[src/design/rv_id_pkg.sv]
// RV64I only, no M extension and no system opcodes; opcode constants match inst[6:2]
package rv_id_pkg;

  localparam int XLEN = 64;
  localparam int ILEN = 32;

  typedef logic [XLEN-1:0] word_t;
  typedef logic [ILEN-1:0] inst_t;
  typedef logic [4:0]      reg_addr_t;

  // major opcodes, inst[6:2]
  localparam logic [4:0] OPC_LOAD    = 5'b00000;
  localparam logic [4:0] OPC_OP_IMM  = 5'b00100;
  localparam logic [4:0] OPC_AUIPC   = 5'b00101;
  localparam logic [4:0] OPC_OP_IMMW = 5'b00110;
  localparam logic [4:0] OPC_STORE   = 5'b01000;
  localparam logic [4:0] OPC_OP      = 5'b01100;
  localparam logic [4:0] OPC_LUI     = 5'b01101;
  localparam logic [4:0] OPC_OPW     = 5'b01110;
  localparam logic [4:0] OPC_BRANCH  = 5'b11000;
  localparam logic [4:0] OPC_JALR    = 5'b11001;
  localparam logic [4:0] OPC_JAL     = 5'b11011;

  typedef enum logic [3:0] {
    CLS_NONE,
    CLS_LOAD,
    CLS_STORE,
    CLS_BRANCH,
    CLS_REGREG,
    CLS_REGIMM,
    CLS_REGREGW,
    CLS_REGIMMW,
    CLS_LUI,
    CLS_AUIPC,
    CLS_JAL,
    CLS_JALR
  } inst_class_e;

  typedef enum logic [3:0] {
    NOP, ADD, SUB, SLL, SLT, SLTU, XOR, SRL,
    SRA, OR, AND, ADDW, SUBW, SLLW, SRLW, SRAW
  } alu_op_e;

  typedef struct packed {
    logic  valid;
    word_t pc;
    inst_t inst;
  } fetch_t;

  typedef struct packed {
    logic      ena;
    reg_addr_t addr;
  } rd_write_t;

  typedef struct packed {
    rd_write_t wr;
    word_t     data;
  } fwd_t;

  typedef struct packed {
    inst_class_e cls;
    alu_op_e     alu_op;
    logic [2:0]  funct3;
    reg_addr_t   rs1;
    reg_addr_t   rs2;
    logic        rs1_rd;
    logic        rs2_rd;
    rd_write_t   rd;
    word_t       imm;
    logic [11:0] mem_offset;
  } dec_t;

  typedef struct packed {
    logic        valid;
    word_t       pc;
    inst_class_e cls;
    alu_op_e     alu_op;
    logic [2:0]  funct3;
    word_t       op1;
    word_t       op2;
    rd_write_t   rd;
    logic [11:0] mem_offset;
  } id_ex_t;

endpackage

[src/design/rv_decoder.sv]
`timescale 1ns/1ps
// invalid fetch decodes as CLS_NONE; LUI/AUIPC imm is the raw U field, unshifted
module rv_decoder import rv_id_pkg::*; (
  input  fetch_t fetch_i,
  output dec_t   dec_o
);

  inst_t       inst;
  logic [4:0]  opc;
  logic [2:0]  funct3;
  logic [6:0]  funct7;
  reg_addr_t   rd;
  reg_addr_t   rs1;
  reg_addr_t   rs2;
  logic        alt;
  logic        f7_zero;
  logic        f7_alt;
  logic        sh6_zero;
  logic        sh6_alt;
  inst_class_e cls_raw;
  inst_class_e cls;
  logic        legal;
  alu_op_e     alu_op;
  word_t       imm_i;
  word_t       imm_s;
  word_t       imm_u;
  word_t       imm;
  logic        rs1_rd;
  logic        rs2_rd;
  logic        rd_ena;

  assign inst   = fetch_i.inst;
  assign opc    = inst[6:2];
  assign funct3 = inst[14:12];
  assign funct7 = inst[31:25];
  assign rd     = inst[11:7];
  assign rs1    = inst[19:15];
  assign rs2    = inst[24:20];
  // sub / arithmetic shift select
  assign alt    = inst[30];

  assign f7_zero  = funct7 == 7'b0000000;
  assign f7_alt   = funct7 == 7'b0100000;
  // RV64 immediate shifts carry a 6-bit shamt
  assign sh6_zero = inst[31:26] == 6'b000000;
  assign sh6_alt  = inst[31:26] == 6'b010000;

  assign imm_i = {{52{inst[31]}}, inst[31:20]};
  assign imm_s = {{52{inst[31]}}, inst[31:25], inst[11:7]};
  assign imm_u = {{44{inst[31]}}, inst[31:12]};

  always_comb begin
    case (opc)
      OPC_LOAD:    cls_raw = CLS_LOAD;
      OPC_STORE:   cls_raw = CLS_STORE;
      OPC_BRANCH:  cls_raw = CLS_BRANCH;
      OPC_OP:      cls_raw = CLS_REGREG;
      OPC_OP_IMM:  cls_raw = CLS_REGIMM;
      OPC_OPW:     cls_raw = CLS_REGREGW;
      OPC_OP_IMMW: cls_raw = CLS_REGIMMW;
      OPC_LUI:     cls_raw = CLS_LUI;
      OPC_AUIPC:   cls_raw = CLS_AUIPC;
      OPC_JAL:     cls_raw = CLS_JAL;
      OPC_JALR:    cls_raw = CLS_JALR;
      default:     cls_raw = CLS_NONE;
    endcase
  end

  // reserved funct fields and M extension (funct7[0]) are rejected here
  always_comb begin
    case (cls_raw)
      CLS_REGREG:  legal = f7_zero || (f7_alt && (funct3 == 3'b000 || funct3 == 3'b101));
      CLS_REGIMM: begin
        case (funct3)
          3'b001:  legal = sh6_zero;
          3'b101:  legal = sh6_zero || sh6_alt;
          default: legal = 1'b1;
        endcase
      end
      CLS_REGREGW: begin
        case (funct3)
          3'b000, 3'b101: legal = f7_zero || f7_alt;
          3'b001:         legal = f7_zero;
          default:        legal = 1'b0;
        endcase
      end
      CLS_REGIMMW: begin
        case (funct3)
          3'b000:  legal = 1'b1;
          3'b001:  legal = f7_zero;
          3'b101:  legal = f7_zero || f7_alt;
          default: legal = 1'b0;
        endcase
      end
      CLS_LOAD:    legal = funct3 != 3'b111;
      CLS_STORE:   legal = !funct3[2];
      CLS_BRANCH:  legal = funct3[2:1] != 2'b01;
      CLS_JALR:    legal = funct3 == 3'b000;
      default:     legal = 1'b1;
    endcase
  end

  always_comb begin
    if (fetch_i.valid && inst[1:0] == 2'b11 && legal) begin
      cls = cls_raw;
    end else begin
      cls = CLS_NONE;
    end
  end

  always_comb begin
    case (cls)
      CLS_REGREG, CLS_REGIMM: begin
        case (funct3)
          3'b000:  alu_op = (cls == CLS_REGREG && alt) ? SUB : ADD;
          3'b001:  alu_op = SLL;
          3'b010:  alu_op = SLT;
          3'b011:  alu_op = SLTU;
          3'b100:  alu_op = XOR;
          3'b101:  alu_op = alt ? SRA : SRL;
          3'b110:  alu_op = OR;
          default: alu_op = AND;
        endcase
      end
      CLS_REGREGW, CLS_REGIMMW: begin
        case (funct3)
          3'b000:  alu_op = (cls == CLS_REGREGW && alt) ? SUBW : ADDW;
          3'b001:  alu_op = SLLW;
          default: alu_op = alt ? SRAW : SRLW;
        endcase
      end
      CLS_LOAD, CLS_STORE, CLS_LUI, CLS_AUIPC, CLS_JAL, CLS_JALR: alu_op = ADD;
      // branches carry their condition in funct3
      default: alu_op = NOP;
    endcase
  end

  always_comb begin
    case (cls)
      CLS_REGIMM, CLS_REGIMMW, CLS_LOAD, CLS_JALR: imm = imm_i;
      CLS_STORE:                                    imm = imm_s;
      CLS_LUI, CLS_AUIPC:                           imm = imm_u;
      default:                                      imm = '0;
    endcase
  end

  assign rs1_rd = !(cls inside {CLS_NONE, CLS_LUI, CLS_AUIPC, CLS_JAL});
  assign rs2_rd = cls inside {CLS_REGREG, CLS_REGREGW, CLS_BRANCH, CLS_STORE};
  assign rd_ena = (rd != '0) && (cls inside {CLS_REGREG, CLS_REGIMM, CLS_REGREGW,
                                             CLS_REGIMMW, CLS_LOAD, CLS_LUI,
                                             CLS_AUIPC, CLS_JAL, CLS_JALR});

  always_comb begin
    dec_o.cls        = cls;
    dec_o.alu_op     = alu_op;
    // the classes with a funct3 field are exactly those reading rs1
    dec_o.funct3     = rs1_rd ? funct3 : 3'b000;
    dec_o.rs1        = rs1_rd ? rs1 : 5'd0;
    dec_o.rs2        = rs2_rd ? rs2 : 5'd0;
    dec_o.rs1_rd     = rs1_rd;
    dec_o.rs2_rd     = rs2_rd;
    dec_o.rd.ena     = rd_ena;
    dec_o.rd.addr    = rd_ena ? rd : 5'd0;
    dec_o.imm        = imm;
    dec_o.mem_offset = (cls inside {CLS_LOAD, CLS_STORE}) ? imm[11:0] : 12'd0;
  end

endmodule

[src/design/operand_select.sv]
`timescale 1ns/1ps
// forwarding trusts wr.ena to be low for x0 writes, as the decoder guarantees
module operand_select import rv_id_pkg::*; (
  input  dec_t  dec_i,
  input  word_t pc_i,
  input  word_t rs1_data_i,
  input  word_t rs2_data_i,
  input  fwd_t  ex_fwd_i,
  input  fwd_t  mem_fwd_i,
  output word_t op1_o,
  output word_t op2_o
);

  word_t rs1_val;
  word_t rs2_val;

  // execute is youngest, so it wins over memory
  function automatic word_t resolve(reg_addr_t addr, word_t rf_data);
    if (ex_fwd_i.wr.ena && ex_fwd_i.wr.addr == addr) begin
      return ex_fwd_i.data;
    end else if (mem_fwd_i.wr.ena && mem_fwd_i.wr.addr == addr) begin
      return mem_fwd_i.data;
    end
    return rf_data;
  endfunction

  assign rs1_val = resolve(dec_i.rs1, rs1_data_i);
  assign rs2_val = resolve(dec_i.rs2, rs2_data_i);

  always_comb begin
    if (dec_i.rs1_rd) begin
      op1_o = rs1_val;
    end else if (dec_i.cls inside {CLS_AUIPC, CLS_JAL}) begin
      op1_o = pc_i;
    end else begin
      op1_o = '0;
    end
  end

  always_comb begin
    if (dec_i.rs2_rd) begin
      op2_o = rs2_val;
    end else if (dec_i.cls inside {CLS_REGIMM, CLS_REGIMMW, CLS_LUI, CLS_AUIPC}) begin
      op2_o = dec_i.imm;
    end else if (dec_i.cls inside {CLS_JAL, CLS_JALR}) begin
      // link value, execute adds 4
      op2_o = pc_i;
    end else begin
      op2_o = '0;
    end
  end

endmodule

[src/design/hazard_ctrl.sv]
`timescale 1ns/1ps
// redirect_pc_o is only meaningful while redirect_o is high
module hazard_ctrl import rv_id_pkg::*; (
  input  logic      valid_i,
  input  dec_t      dec_i,
  input  word_t     op1_i,
  input  rd_write_t ex_wr_i,
  input  rd_write_t mem_wr_i,
  input  rd_write_t wb_wr_i,
  input  logic      ex_is_load_i,
  output logic      stall_o,
  output logic      redirect_o,
  output word_t     redirect_pc_o
);

  logic  rs1_load_use;
  logic  rs2_load_use;
  logic  rs1_in_flight;
  word_t target;

  function automatic logic hits(rd_write_t wr, reg_addr_t addr);
    return wr.ena && wr.addr == addr;
  endfunction

  // load data arrives too late to forward from execute
  assign rs1_load_use = dec_i.rs1_rd && hits(ex_wr_i, dec_i.rs1);
  assign rs2_load_use = dec_i.rs2_rd && hits(ex_wr_i, dec_i.rs2);
  assign stall_o      = valid_i && ex_is_load_i && (rs1_load_use || rs2_load_use);

  // jalr base still being written somewhere downstream
  assign rs1_in_flight = hits(ex_wr_i, dec_i.rs1) || hits(mem_wr_i, dec_i.rs1) ||
                         hits(wb_wr_i, dec_i.rs1);
  assign redirect_o    = valid_i && dec_i.cls == CLS_JALR && rs1_in_flight;

  assign target        = op1_i + dec_i.imm;
  assign redirect_pc_o = {target[XLEN-1:1], 1'b0};

endmodule

[src/design/id_ex_reg.sv]
`timescale 1ns/1ps
// a stall replaces the whole bundle by zeros, not just valid
module id_ex_reg import rv_id_pkg::*; (
  input  logic   clk_i,
  input  logic   arst_n_i,
  input  logic   stall_i,
  input  id_ex_t bundle_i,
  output id_ex_t bundle_o
);

  id_ex_t bundle_d;

  // bubble while the held instruction waits for its load
  always_comb begin
    if (stall_i) begin
      bundle_d = '0;
    end else begin
      bundle_d = bundle_i;
    end
  end

  always_ff @(posedge clk_i or negedge arst_n_i) begin
    if (!arst_n_i) begin
      bundle_o <= '0;
    end else begin
      bundle_o <= bundle_d;
    end
  end

endmodule

[src/design/id_stage.sv]
`timescale 1ns/1ps
// no back-pressure from execute; fetch must hold fetch_i while stall_o is high
module id_stage import rv_id_pkg::*; (
  input  logic      clk_i,
  input  logic      arst_n_i,
  input  fetch_t    fetch_i,
  input  word_t     rs1_data_i,
  input  word_t     rs2_data_i,
  input  fwd_t      ex_fwd_i,
  input  logic      ex_is_load_i,
  input  fwd_t      mem_fwd_i,
  input  rd_write_t wb_wr_i,
  output reg_addr_t rs1_addr_o,
  output reg_addr_t rs2_addr_o,
  output logic      stall_o,
  output logic      redirect_o,
  output word_t     redirect_pc_o,
  output id_ex_t    id_ex_o
);

  dec_t   dec;
  word_t  op1;
  word_t  op2;
  logic   stall;
  id_ex_t id_ex_d;

  rv_decoder i_rv_decoder (
    .fetch_i (fetch_i),
    .dec_o   (dec)
  );

  operand_select i_operand_select (
    .dec_i      (dec),
    .pc_i       (fetch_i.pc),
    .rs1_data_i (rs1_data_i),
    .rs2_data_i (rs2_data_i),
    .ex_fwd_i   (ex_fwd_i),
    .mem_fwd_i  (mem_fwd_i),
    .op1_o      (op1),
    .op2_o      (op2)
  );

  hazard_ctrl i_hazard_ctrl (
    .valid_i       (fetch_i.valid),
    .dec_i         (dec),
    .op1_i         (op1),
    .ex_wr_i       (ex_fwd_i.wr),
    .mem_wr_i      (mem_fwd_i.wr),
    .wb_wr_i       (wb_wr_i),
    .ex_is_load_i  (ex_is_load_i),
    .stall_o       (stall),
    .redirect_o    (redirect_o),
    .redirect_pc_o (redirect_pc_o)
  );

  // zero addresses mean no read
  assign rs1_addr_o = dec.rs1;
  assign rs2_addr_o = dec.rs2;
  assign stall_o    = stall;

  always_comb begin
    id_ex_d.valid      = fetch_i.valid;
    id_ex_d.pc         = fetch_i.pc;
    id_ex_d.cls        = dec.cls;
    id_ex_d.alu_op     = dec.alu_op;
    id_ex_d.funct3     = dec.funct3;
    id_ex_d.op1        = op1;
    id_ex_d.op2        = op2;
    id_ex_d.rd         = dec.rd;
    id_ex_d.mem_offset = dec.mem_offset;
  end

  id_ex_reg i_id_ex_reg (
    .clk_i    (clk_i),
    .arst_n_i (arst_n_i),
    .stall_i  (stall),
    .bundle_i (id_ex_d),
    .bundle_o (id_ex_o)
  );

endmodule

[config.mk]
export PLATFORM = sky130hd
export DESIGN_NAME = id_stage
export DESIGN_NICKNAME = d
export VERILOG_FILES = /design/src/design/rv_id_pkg.sv /design/src/design/rv_decoder.sv /design/src/design/operand_select.sv /design/src/design/hazard_ctrl.sv /design/src/design/id_ex_reg.sv /design/src/design/id_stage.sv
export SDC_FILE = /design/constraint.sdc
export NUM_CORES = 1
export LEC_CHECK = 0
export BUFFER_PORTS_ARGS = -buffer_cell sky130_fd_sc_hd__buf_4
export CORE_AREA = 2 2 265 267
export CTS_CLUSTER_DIAMETER = 200
export CTS_CLUSTER_SIZE = 12
export DETAILED_ROUTE_END_ITERATION = 10
export DIE_AREA = 0 0 267 269
export PLACE_DENSITY = 0.47
export SKIP_CTS_REPAIR_TIMING = 1
export SYNTH_ARGS = -nofsm -noshare
export SYNTH_HDL_FRONTEND = slang
export SYNTH_HIERARCHICAL = 1
export SYNTH_SLANG_ARGS = --single-unit
[constraint.sdc]
create_clock -name clk_i -period 5.7 [get_ports clk_i]
set_clock_uncertainty 0.05 [all_clocks]
set_input_delay 0.285 -clock clk_i [delete_from_list [all_inputs] [get_ports clk_i]]
set_output_delay 0.285 -clock clk_i [all_outputs]
set_load 0.1 [all_outputs]
Yosys cells after proc, flatten, opt, wreduce, memory -nomap -nowiden
Memories as Yosys holds them, arrays and structs flattened.
Index checks and enable logic that the tools add are counted.
{"block": "op_classes", "add_sub_neg": 1, "eq_ne": 35, "muxes": 34, "reduce_logical": 44}
{"op": "64-bit two-way mux", "n": 11}
{"op": "222-bit two-way mux", "n": 1}
{"op": "64-bit one-hot mux with 3 select lines", "n": 1}
{"op": "64-bit adder", "n": 1}
{"op": "4-bit by 3-bit == test with 1-bit output, second input constant", "n": 8}
{"op": "4-bit one-hot mux with 7 select lines", "n": 1}
{"op": "5-bit == test", "n": 5}
{"op": "4-bit == test, second input constant", "n": 5}
{"op": "1-bit logical AND", "n": 17}
{"op": "4-bit by 2-bit == test with 1-bit output, second input constant", "n": 4}
{"op": "5-bit two-way mux", "n": 3}
{"op": "12-bit two-way mux", "n": 1}
{"op": "4-bit one-hot mux with 3 select lines", "n": 1}
{"op": "4-bit nonzero test", "n": 3}
{"op": "3-bit == test, second input constant", "n": 3}
{"op": "9-bit nonzero test", "n": 1}
{"op": "4-bit by 1-bit == test with 1-bit output, second input constant", "n": 2}
{"op": "4-bit two-way mux", "n": 2}
{"op": "1-bit one-hot mux with 8 select lines", "n": 1}
{"op": "4-bit one-hot mux with 2 select lines", "n": 1}
{"op": "2-bit OR reduction", "n": 4}
{"op": "7-bit by 6-bit == test with 1-bit output, second input constant", "n": 1}
{"op": "7-bit zero test", "n": 1}
{"op": "1-bit logical OR", "n": 7}
{"op": "other kinds (19)", "n": 29}
{"block": "totals", "ff_bits": 222, "rom_bits": 128, "in_bits": 374, "out_inout_bits": 298, "memories": 1}
{"name": "(no name shown)", "depth": 32, "word_bits": 4, "read_ports": 1, "rd_ports_with_merged_regs": 0, "write_ports": 0, "line": "rv_decoder.sv:53", "source": "case (opc)"}

Depth between registers and ports, before layout
Gate-level depths: netlist of run 1.
{"block": "depth", "depth_word": 17, "mapped_depth": 27}

Modules after synthesis
The synthesis of run 1 kept the hierarchy.
{"mod": "id_ex_reg", "n_inst": 1, "cells_each": 468, "area_per_inst_um2": 7059.3}
{"mod": "operand_select", "n_inst": 1, "cells_each": 779, "area_per_inst_um2": 4480.5}
{"mod": "hazard_ctrl", "n_inst": 1, "cells_each": 538, "area_per_inst_um2": 3908.7}
{"mod": "rv_decoder", "n_inst": 1, "cells_each": 243, "area_per_inst_um2": 1611.5}

Worst setup path before layout of run 1
Ideal clock, no wire load.
{"block": "synth_path", "kind": "input-to-output", "from": "input fetch_i[12] (netlist name)", "to": "output redirect_pc_o[46]", "arrival_time_ns": 7.605, "required_ns": 5.365, "slack_ns": -2.240, "stages": 25, "n_path_buf": 3, "path_cell_list": "buf_2 -> inv_2 -> a21o_1 -> a2111oi_2 -> nand4_1 -> a211oi_4 -> and2_1 -> xnor2_1 -> nand4_1 -> or2_1 -> buf_2 -> clkbuf_2 -> o21ai_0 -> o21ai_0 -> and2_1 -> fa_1 -> a21o_1 -> a221oi_2 -> o211a_4 -> o2111ai_1 -> a31o_2 -> a31o_2 -> a31oi_2 -> o41ai_1 -> xnor2_1"}
{"block": "synth_between", "elab_chain_cells": 17, "word_cells_on_any_way": 40}
{"element": "start: declaration", "line": "id_stage.sv:6", "source": "input fetch_t fetch_i,"}
{"element": "branches (longest 4 deep; another with 3-bit == test)"}
{"element": "1-bit one-hot mux with 8 select lines (*)", "line": "rv_decoder.sv:71", "source": "case (cls_raw)"}
{"element": "1-bit logical AND (*)", "line": "rv_decoder.sv:104", "source": "if (fetch_i.valid && inst[1:0] == 2'b11 && legal) begin"}
{"element": "4-bit two-way mux (*)", "line": "rv_decoder.sv:104"}
{"element": "4-bit == test or 4-bit zero test (tied branches)", "line": "rv_decoder.sv:147", "source": "assign rs1_rd = !(cls inside {CLS_NONE, CLS_LUI, CLS_AUIPC, CLS_JAL});"}
{"element": "4-bit nonzero test (*)", "line": "rv_decoder.sv:147"}
{"element": "5-bit two-way mux (*)", "line": "rv_decoder.sv:158", "source": "dec_o.rs1 = rs1_rd ? rs1 : 5'd0;"}
{"element": "named net rs1_addr_o[0]", "line": "id_stage.sv:13", "source": "output reg_addr_t rs1_addr_o,"}
{"element": "5-bit == test", "line": "operand_select.sv:21", "source": "end else if (mem_fwd_i.wr.ena && mem_fwd_i.wr.addr == addr) begin"}
{"element": "1-bit logical AND", "line": "operand_select.sv:21"}
{"element": "1-bit two-way mux", "line": "operand_select.sv:21"}
{"element": "1-bit two-way mux", "line": "operand_select.sv:19", "source": "if (ex_fwd_i.wr.ena && ex_fwd_i.wr.addr == addr) begin"}
{"element": "64-bit two-way mux (*)", "line": "operand_select.sv:24", "source": "return rf_data;"}
{"element": "64-bit two-way mux (*)", "line": "operand_select.sv:31", "source": "if (dec_i.rs1_rd) begin"}
{"element": "named net op1[0]", "line": "id_stage.sv:22", "source": "word_t op1;"}
{"element": "64-bit adder (*)", "line": "hazard_ctrl.sv:35", "source": "assign target = op1_i + dec_i.imm;"}
{"element": "end: declaration", "line": "id_stage.sv:17", "source": "output word_t redirect_pc_o,"}
Mark *: on every way through the listed nets, which the timed path passes.

Final worst setup path of run 1
{"block": "layout_path", "from": "input fetch_i[27] (netlist name)", "to": "output redirect_pc_o[61]"}
{"block": "layout_between", "elab_chain_cells": 16, "word_cells_on_any_way": 40}
{"element": "7-bit by 6-bit == test with 1-bit output, or another cell as far along", "line": "rv_decoder.sv:43", "source": "assign f7_alt = funct7 == 7'b0100000;"}
{"element": "1-bit logical OR, or another cell as far along", "line": "rv_decoder.sv:82, rv_decoder.sv:91"}
{"element": "1-bit one-hot mux with 3 select lines, or another cell as far along", "line": "rv_decoder.sv:88", "source": "case (funct3)"}
{"element": "1-bit one-hot mux with 8 select lines (*)", "line": "rv_decoder.sv:71"}
{"element": "1-bit logical AND (*)", "line": "rv_decoder.sv:104"}
{"element": "4-bit two-way mux (*)", "line": "rv_decoder.sv:104"}
{"element": "4-bit == test, or another cell as far along", "line": "rv_decoder.sv:147"}
{"element": "4-bit nonzero test", "line": "rv_decoder.sv:147"}
{"element": "5-bit two-way mux", "line": "rv_decoder.sv:158"}
{"element": "5-bit == test", "line": "operand_select.sv:21"}
{"element": "1-bit logical AND", "line": "operand_select.sv:21"}
{"element": "1-bit two-way mux", "line": "operand_select.sv:21"}
{"element": "1-bit two-way mux", "line": "operand_select.sv:19"}
{"element": "64-bit two-way mux", "line": "operand_select.sv:24"}
{"element": "64-bit two-way mux (*)", "line": "operand_select.sv:31"}
{"element": "named net op1[22]", "line": "id_stage.sv:22"}
{"element": "64-bit adder (*)", "line": "hazard_ctrl.sv:35"}
Mark *: on every way through the listed nets, which the timed path passes. The rest lies on a longest branch.

==> results of run 1 <==
==> cell type report <==
cell class / count / area, sq um
fillers: 6892 / 39500
multi-input cells: 1585 / 12200
repair buffers: 1215 / 10200
flip-flops and latches: 222 / 5560
well taps: 940 / 1180
clock buffers: 22 / 551
inverters: 16 / 60.1
clock inverters: 2 / 25.0
diodes: 4 / 10.0
==> path summary, 6_finish.rpt <==
check	from	to	depth (start not counted)
min in group asynchronous	arst_n_i	i_id_ex_reg/bundle_o[13]	2
max	fetch_i[27]	redirect_pc_o[61]	29
min	fetch_i[94]	i_id_ex_reg/bundle_o[219]	2
max in group asynchronous	arst_n_i	i_id_ex_reg/bundle_o[185]	3
==> layout by cell type, fill, tap and decap left out, types with 9 or more instances in the layout <==
cell type	n
dfrtp_1	222
o21ai_2	20
o21bai_1	9
xnor2_1	15
xor2_1	28
o21ai_1	51
xnor2_2	12
nand4_1	30
dlygate4sd3_1	64
xnor2_4	27
inv_1	15
and2_1	18
o21ai_0	155
ha_1	51
buf_12	66
xor2_4	17
buf_6	21
a21oi_1	62
a221oi_2	16
a21o_1	50
nor2_1	34
buf_4	1058
a21oi_2	12
a221o_1	67
a221oi_1	44
nand3_1	15
and3_1	71
a31oi_1	72
clkbuf_16	23
nor2b_1	233
nand2_1	266
==> worst max-delay path: cells and delay by family <==
| family | cells | cell delay (ps) |
|---|---|---|
| AOI/OAI and AO/OA | 10 | 2410 |
| xor gates and xnor gates | 2 | 290 |
| adders and majority gates | 1 | 320 |
| buffers and inverters | 7 | 1090 |
| and+or+nand+nor | 9 | 1980 |
==> per-layer routing <==
| layer | track usage (%) | share of wire, % | vias to the layer above |
|---|---|---|---|
| met1 | 33.3 | 42 | 10100 |
| met5 | 0 | 0.030 | - |
| met2 | 45.3 | 49 | 865 |
| met4 | 6.94 | 2.9 | 6 |
| met3 | 4.32 | 6.7 | 143 |
| li1 | - | - | 9380 |
==> metrics by stage <==
step	hold WS [ps]	utilization, %	power (mW)
after CTS	-327	40.0	4.15
after global routing	0.292	43.0	4.34
after global placement	294	39.2	2.77
after floorplan	-60.6	-	2.22
final	17.4	43.1	4.19
after detailed placement	306	39.2	2.77
==> Yosys cell counts (11+ instances only) <==
library cell and count:
nand2_1 267, nor2b_1 235, dfrtp_1 222, o21ai_0 189, a21oi_1 80, a31oi_1 76
and3_1 73, a221o_1 67, clkbuf_1 65, buf_2 64, a221oi_1 62, ha_1 62
buf_4 61, xnor2_1 54, a21o_1 50, xor2_1 50, nor2_1 37, o21ai_1 36
nand4_1 30, and2_1 24, nand3_1 17, inv_1 15, clkbuf_2 13, o21bai_1 11
==> cells by family after synthesis <==
| group | after synthesis |
|---|---|
| buffers and inverters | 221 |
| and+or+nand+nor | 749 |
| muxes | 2 |
| DFF | 222 |
| xor gates and xnor gates | 104 |
| other | 1 |
| AOI/OAI and AO/OA | 666 |
| adders and majority gates | 63 |
==> where the power goes <==
group          switching, mW  leakage (nW)  total [mW]  internal, mW
clock                  0.680         0.282        1.36         0.684
combinational          0.749          11.8        1.20         0.453
sequential            0.0125          2.94        1.62          1.61
==> out/qor.csv, run 1 <==
metric,value,unit
place_inst,3890,
muxShareOfSynthArea,0.117,%
synth_top_cell_by_area,dfrtp_1,
cts_max_path_buffers,3,
cts_tree,built,
ys_seq_area_share,32.6,%
cpPeakStageDelay,550,ps
ys_ff_latch,222,
fp.coreArea,0.0693,sq mm
status,"complete, but fails checks",
antenna_left,0,
violations,setup timing,
fin_ws,-1050,ps
netlist.area_leader.share,32.6,%
fin_setup_tns,-27760,ps
async_flop_share,100,%
synth_nets,2465,
syn_to_final_growth,74.9,%
final_cells,4006,
synth-adder-area-share,4.66,%
maxCapViolations,0,
die_x,267,microns
viasPerCell,5.11,
synth-simple-area-share,23.3,%
ys_types,89,
top_register,i_id_ex_reg/bundle_o,
cts_made_buffers,22,
htree_levels,1,
synth_top_family_by_area,compound AO/OA/AOI/OAI gates,
top_regs,i_id_ex_reg/bundle_o: 222 flops,
die_h,269,microns
cp_max_fo,6,
wl,99000,microns
dp_hpwl,78900,microns
vias,20500,
start_kind,input pin,
max_freq,148,MHz
largest_register_ffs,222,
synth_compound_area_share,27.2,%
fin_area,0.0298,sq mm
avgSynthCellArea,8.41,sq um
io_pins,672,
num_rows,97,
worstHoldPathType,input pin to flip-flop,
gp_congestion,0.916,
worstPathArrival,6420,ps
grt_pass1_wl,139000,microns
antenna_found_initial,6,
vdd_drop_max,0.179,mV
layout.nets,3499,
synthFlopType,dfrtp_1,
rsz0062_at_grt,true,
crit_top_cell,buf_4,
synth_cells,2028,
p_leak,15.0,nW
endpoint_kind,primary output,
drcViolationCount,0,
hold_viol,0,
clock-sinks,222,
grt_pass1_vias,20400,
start_util,24.6,%
layout_min_cycle_time,6750,ps
yosys_warnings,6,
post_dp_cell_area,0.0271,sq mm
port_buffers,670,
dp_slack,-1670,ps
wl_per_cell,24.7,microns
setup_viol_count_final,49,
slew_viol_final,0,
worstPathRequired,5370,ps
grt_overflow_total,0,
die-area,0.0718,sq mm
synth-edff-count,0,
timing.final.crit_share,118,%
syn_area,0.0171,sq mm
track_usage,26.0,%
drt-initial-drc-count,1450,
worst_pin_slew,891,ps
p_per_area,140,mW/mm^2
layout-drive-gt1-share,45.7,%
synth_xor_area_share,5.34,%
first_pass_iters,6,
clk_pin_slew_worst_paths,60,ps
grt_max_degree,135,
slew_headroom,40.6,%
worstSetupPathType,input pin to primary output,
root_buffer,clkbuf_16,
slowest_stage,or4_4,
synthTopCellsByArea,"dfrtp_1 33%, nor2b_1 8.6%, nand2_1 5.9%, o21ai_0 5.5%, ha_1 4.5%",
No activity file was read; power rests on OpenSTA's default activity.
==> inputs of run 2 (changes only) <==
--- a/config.mk
+++ b/config.mk
@@ -7,4 +7,5 @@
 export LEC_CHECK = 0
+export ABC_AREA = 1
 export BUFFER_PORTS_ARGS = -buffer_cell sky130_fd_sc_hd__buf_4
-export CORE_AREA = 2 2 265 267
+export CORE_AREA = 2 2 258 260
 export CTS_CLUSTER_DIAMETER = 200
@@ -12,4 +13,4 @@
 export DETAILED_ROUTE_END_ITERATION = 10
-export DIE_AREA = 0 0 267 269
-export PLACE_DENSITY = 0.47
+export DIE_AREA = 0 0 260 262
+export PLACE_DENSITY = 0.58
 export SKIP_CTS_REPAIR_TIMING = 1
--- a/constraint.sdc
+++ b/constraint.sdc
@@ -4,2 +4,2 @@
 set_output_delay 0.285 -clock clk_i [all_outputs]
-set_load 0.1 [all_outputs]
+set_load 0.05 [all_outputs]
==> out/qor.csv, run 2 <==
metric,value,unit,change
layout.nets,5009,,+43%
grt_max_degree,121,,-10%
clock-sinks,222,,unchanged
die_h,262,microns,-2.6%
fp.coreArea,0.0653,sq mm,-5.8%
synth_cells,3903,,+92%
wl_per_cell,19.5,microns,-21%
maxCapViolations,0,,unchanged
worstHoldPathType,input pin to flip-flop,,
root_buffer,clkbuf_16,,
cp_max_fo,6,,unchanged
num-fill-cells,7064,,+2.5%
synthFlopType,dfrtp_1,,
die_x,260,microns,-2.6%
grt_pass1_wl,146000,microns,+5.7%
syn_to_final_growth,37.7,%,
grt_pass1_vias,23900,,+17%
worstPathArrival,5120,ps,-1300 ps
top_regs,i_id_ex_reg/bundle_o: 222 flops,,
ys_top_cells_by_count,"1,355 x nand2_1, 730 x inv_1, 452 x nand3_1, 392 x nor2_1, 222 x dfrtp_1",,
start_kind,input pin,,
viasPerCell,4.82,,-5.6%
htree_levels,1,,unchanged
final_util,46.8,%,+3.8 points
gp_congestion,0.968,,+5.7%
max_freq,183,MHz,+24%
worstSetupPathType,input pin to primary output,,
seqCellArea,0.00556,sq mm,unchanged
min_path_cells,5,,+3
num_rows,94,,-3.1%
multiInputGateArea,0.0131,sq mm,+7.6%
yosys_warnings,6,,unchanged
ys_ff_latch,222,,unchanged
p_leak,18.2,nW,+21%
holdPathEnd,i_id_ex_reg/bundle_o[16],,
cpPeakStageDelay,320,ps,-230 ps
synth_nets,4340,,+76%
antenna_left,0,,unchanged
endpoint_kind,primary output,,
hold_ws,-14.3,ps,-31.7 ps
fin_setup_tns,0,ps,"+27,760 ps"
clk_pin_slew_worst_paths,60,ps,about the same
port_buffers,670,,unchanged
first_pass_iters,6,,unchanged
hold_start,fetch_i[11],,
io_pins,672,,unchanged
grt_overflow_total,0,,unchanged
vdd_drop_max,0.194,mV,+8.3%
slowest_stage,ha_4,,
antenna_found_initial,3,,-3
p_per_area,139,mW/mm^2,-0.91%
yosysMostFrequentCell,nand2_1,,
track_usage,28.1,%,+2.1 points
cp_top_family,simple AND/OR/NAND/NOR gates,,
vias,26200,,+28%
worstPathRequired,5370,ps,about the same
cts_made_buffers,22,,unchanged
synth_top_cell_by_area,dfrtp_1,,
layout_min_cycle_time,5450,ps,-1300 ps
netlist.area_leader.share,25.0,%,-7.5 points
syn_area,0.0222,sq mm,+30%
ys_types,42,,-53%
violations,hold timing,,
synthTopCellsByArea,"dfrtp_1 25%, nand2_1 23%, inv_1 12%, nand3_1 10%, nor2_1 6.6%",,
setup_viol_count_final,0,,-100%
status,"complete, but fails checks",,
wl,106000,microns,+7.1%
worst_pin_slew,969,ps,+78.3 ps
top_register,i_id_ex_reg/bundle_o,,
timing.final.crit_share,95.7,%,-23 points
ys_seq_area_share,25.0,%,-7.5 points
start_util,34.0,%,+9.4 points
cts_max_path_buffers,3,,unchanged
final_cell_mix,"1,328 x nand2_1, 728 x inv_1, 722 x buf_4",,
final_common_cell,nand2_1,,
rsz0062_at_grt,true,,
dp_hpwl,78300,microns,-0.75%
drt-initial-drc-count,2212,,+53%
cp.buffers_inverters,8,,+1
drcViolationCount,0,,unchanged
slew_viol_final,0,,unchanged
avgSynthCellArea,5.69,sq um,-32%
hold_viol,1,,+1
synth-edff-count,0,,unchanged
cts_tree,built,,
slew_headroom,35.4,%,-5.2 points
layout-drive-gt1-share,24.3,%,-21 points
largest_register_ffs,222,,unchanged
die-area,0.0681,sq mm,-5.2%
async_flop_share,100,%,unchanged
run 2: cell types whose count changed after synthesis, moves of 76 or more:
cell / delta
nor2_1: +355
nand3_1: +435
nand2_1: +1088
inv_2: +78
a31oi_1: -76
o21ai_0: -170
inv_1: +715
nor2b_1: -235
run 2: per-stage QoR:
stage	total power [mW]	setup WS [ps]	instance area [sq um]	cells
2_1_floorplan	2.23	162	22200	3903
3_3_place_gp	2.78	-30.3	28000	5315
3_5_place_dp	2.78	-156	28000	5315
4_1_cts	4.19	-179	28600	5339
5_1_grt	4.41	-85.6	30600	5437
6_report	4.26	245	30600	5437
run 2: worst max path at each step:
stage	depth (start not counted)	from	end	slack, ps
after detailed placement	41	fetch_i[4]	redirect_pc_o[28]	-160
after global routing	39	fetch_i[3]	redirect_pc_o[61]	-90
after global placement	37	fetch_i[4]	redirect_pc_o[22]	-30
after floorplan	38	fetch_i[4]	redirect_pc_o[40]	160
after CTS	41	fetch_i[4]	redirect_pc_o[28]	-180
final	37	fetch_i[4]	redirect_pc_o[31]	250
run 2: layer usage:
metal	global-route usage (%)	up-vias	wire length [microns]
met3	4.76	203	7840
met5	0	-	30
met2	46.9	1151	49300
li1	-	12900	-
met4	11.2	4	5030
met1	36.2	11900	43900
run 2: cell families (layout without fill, tap and decap cells):
family / count (synthesis) / after routing / share of synthesized area, %
simple gates: 2331 / 2333 / 43.9
flops: 222 / 222 / 25.0
fa+ha+maj: 63 / 63 / 3.58
buf+inv: 1059 / 1724 / 20.2
compound gates: 177 / 179 / 5.25
xor+xnor: 50 / 50 / 1.97
other cells: 1 / 2 / 0.0169
run 2: power by group:
part | internal [mW] | switching (mW)
Sequential | 1.62 | 0.0132
Clock | 0.709 | 0.699
Combinational | 0.459 | 0.757
run 2: final cells by class:
class	count	area share [%]
well taps	864	3.54
multi-input cells	2626	43.0
diodes	1	0.00818
repair buffers	840	22.8
inverters	860	10.6
clock inverters	1	0.0286
clock buffers	23	1.88
flip-flops and latches	222	18.2
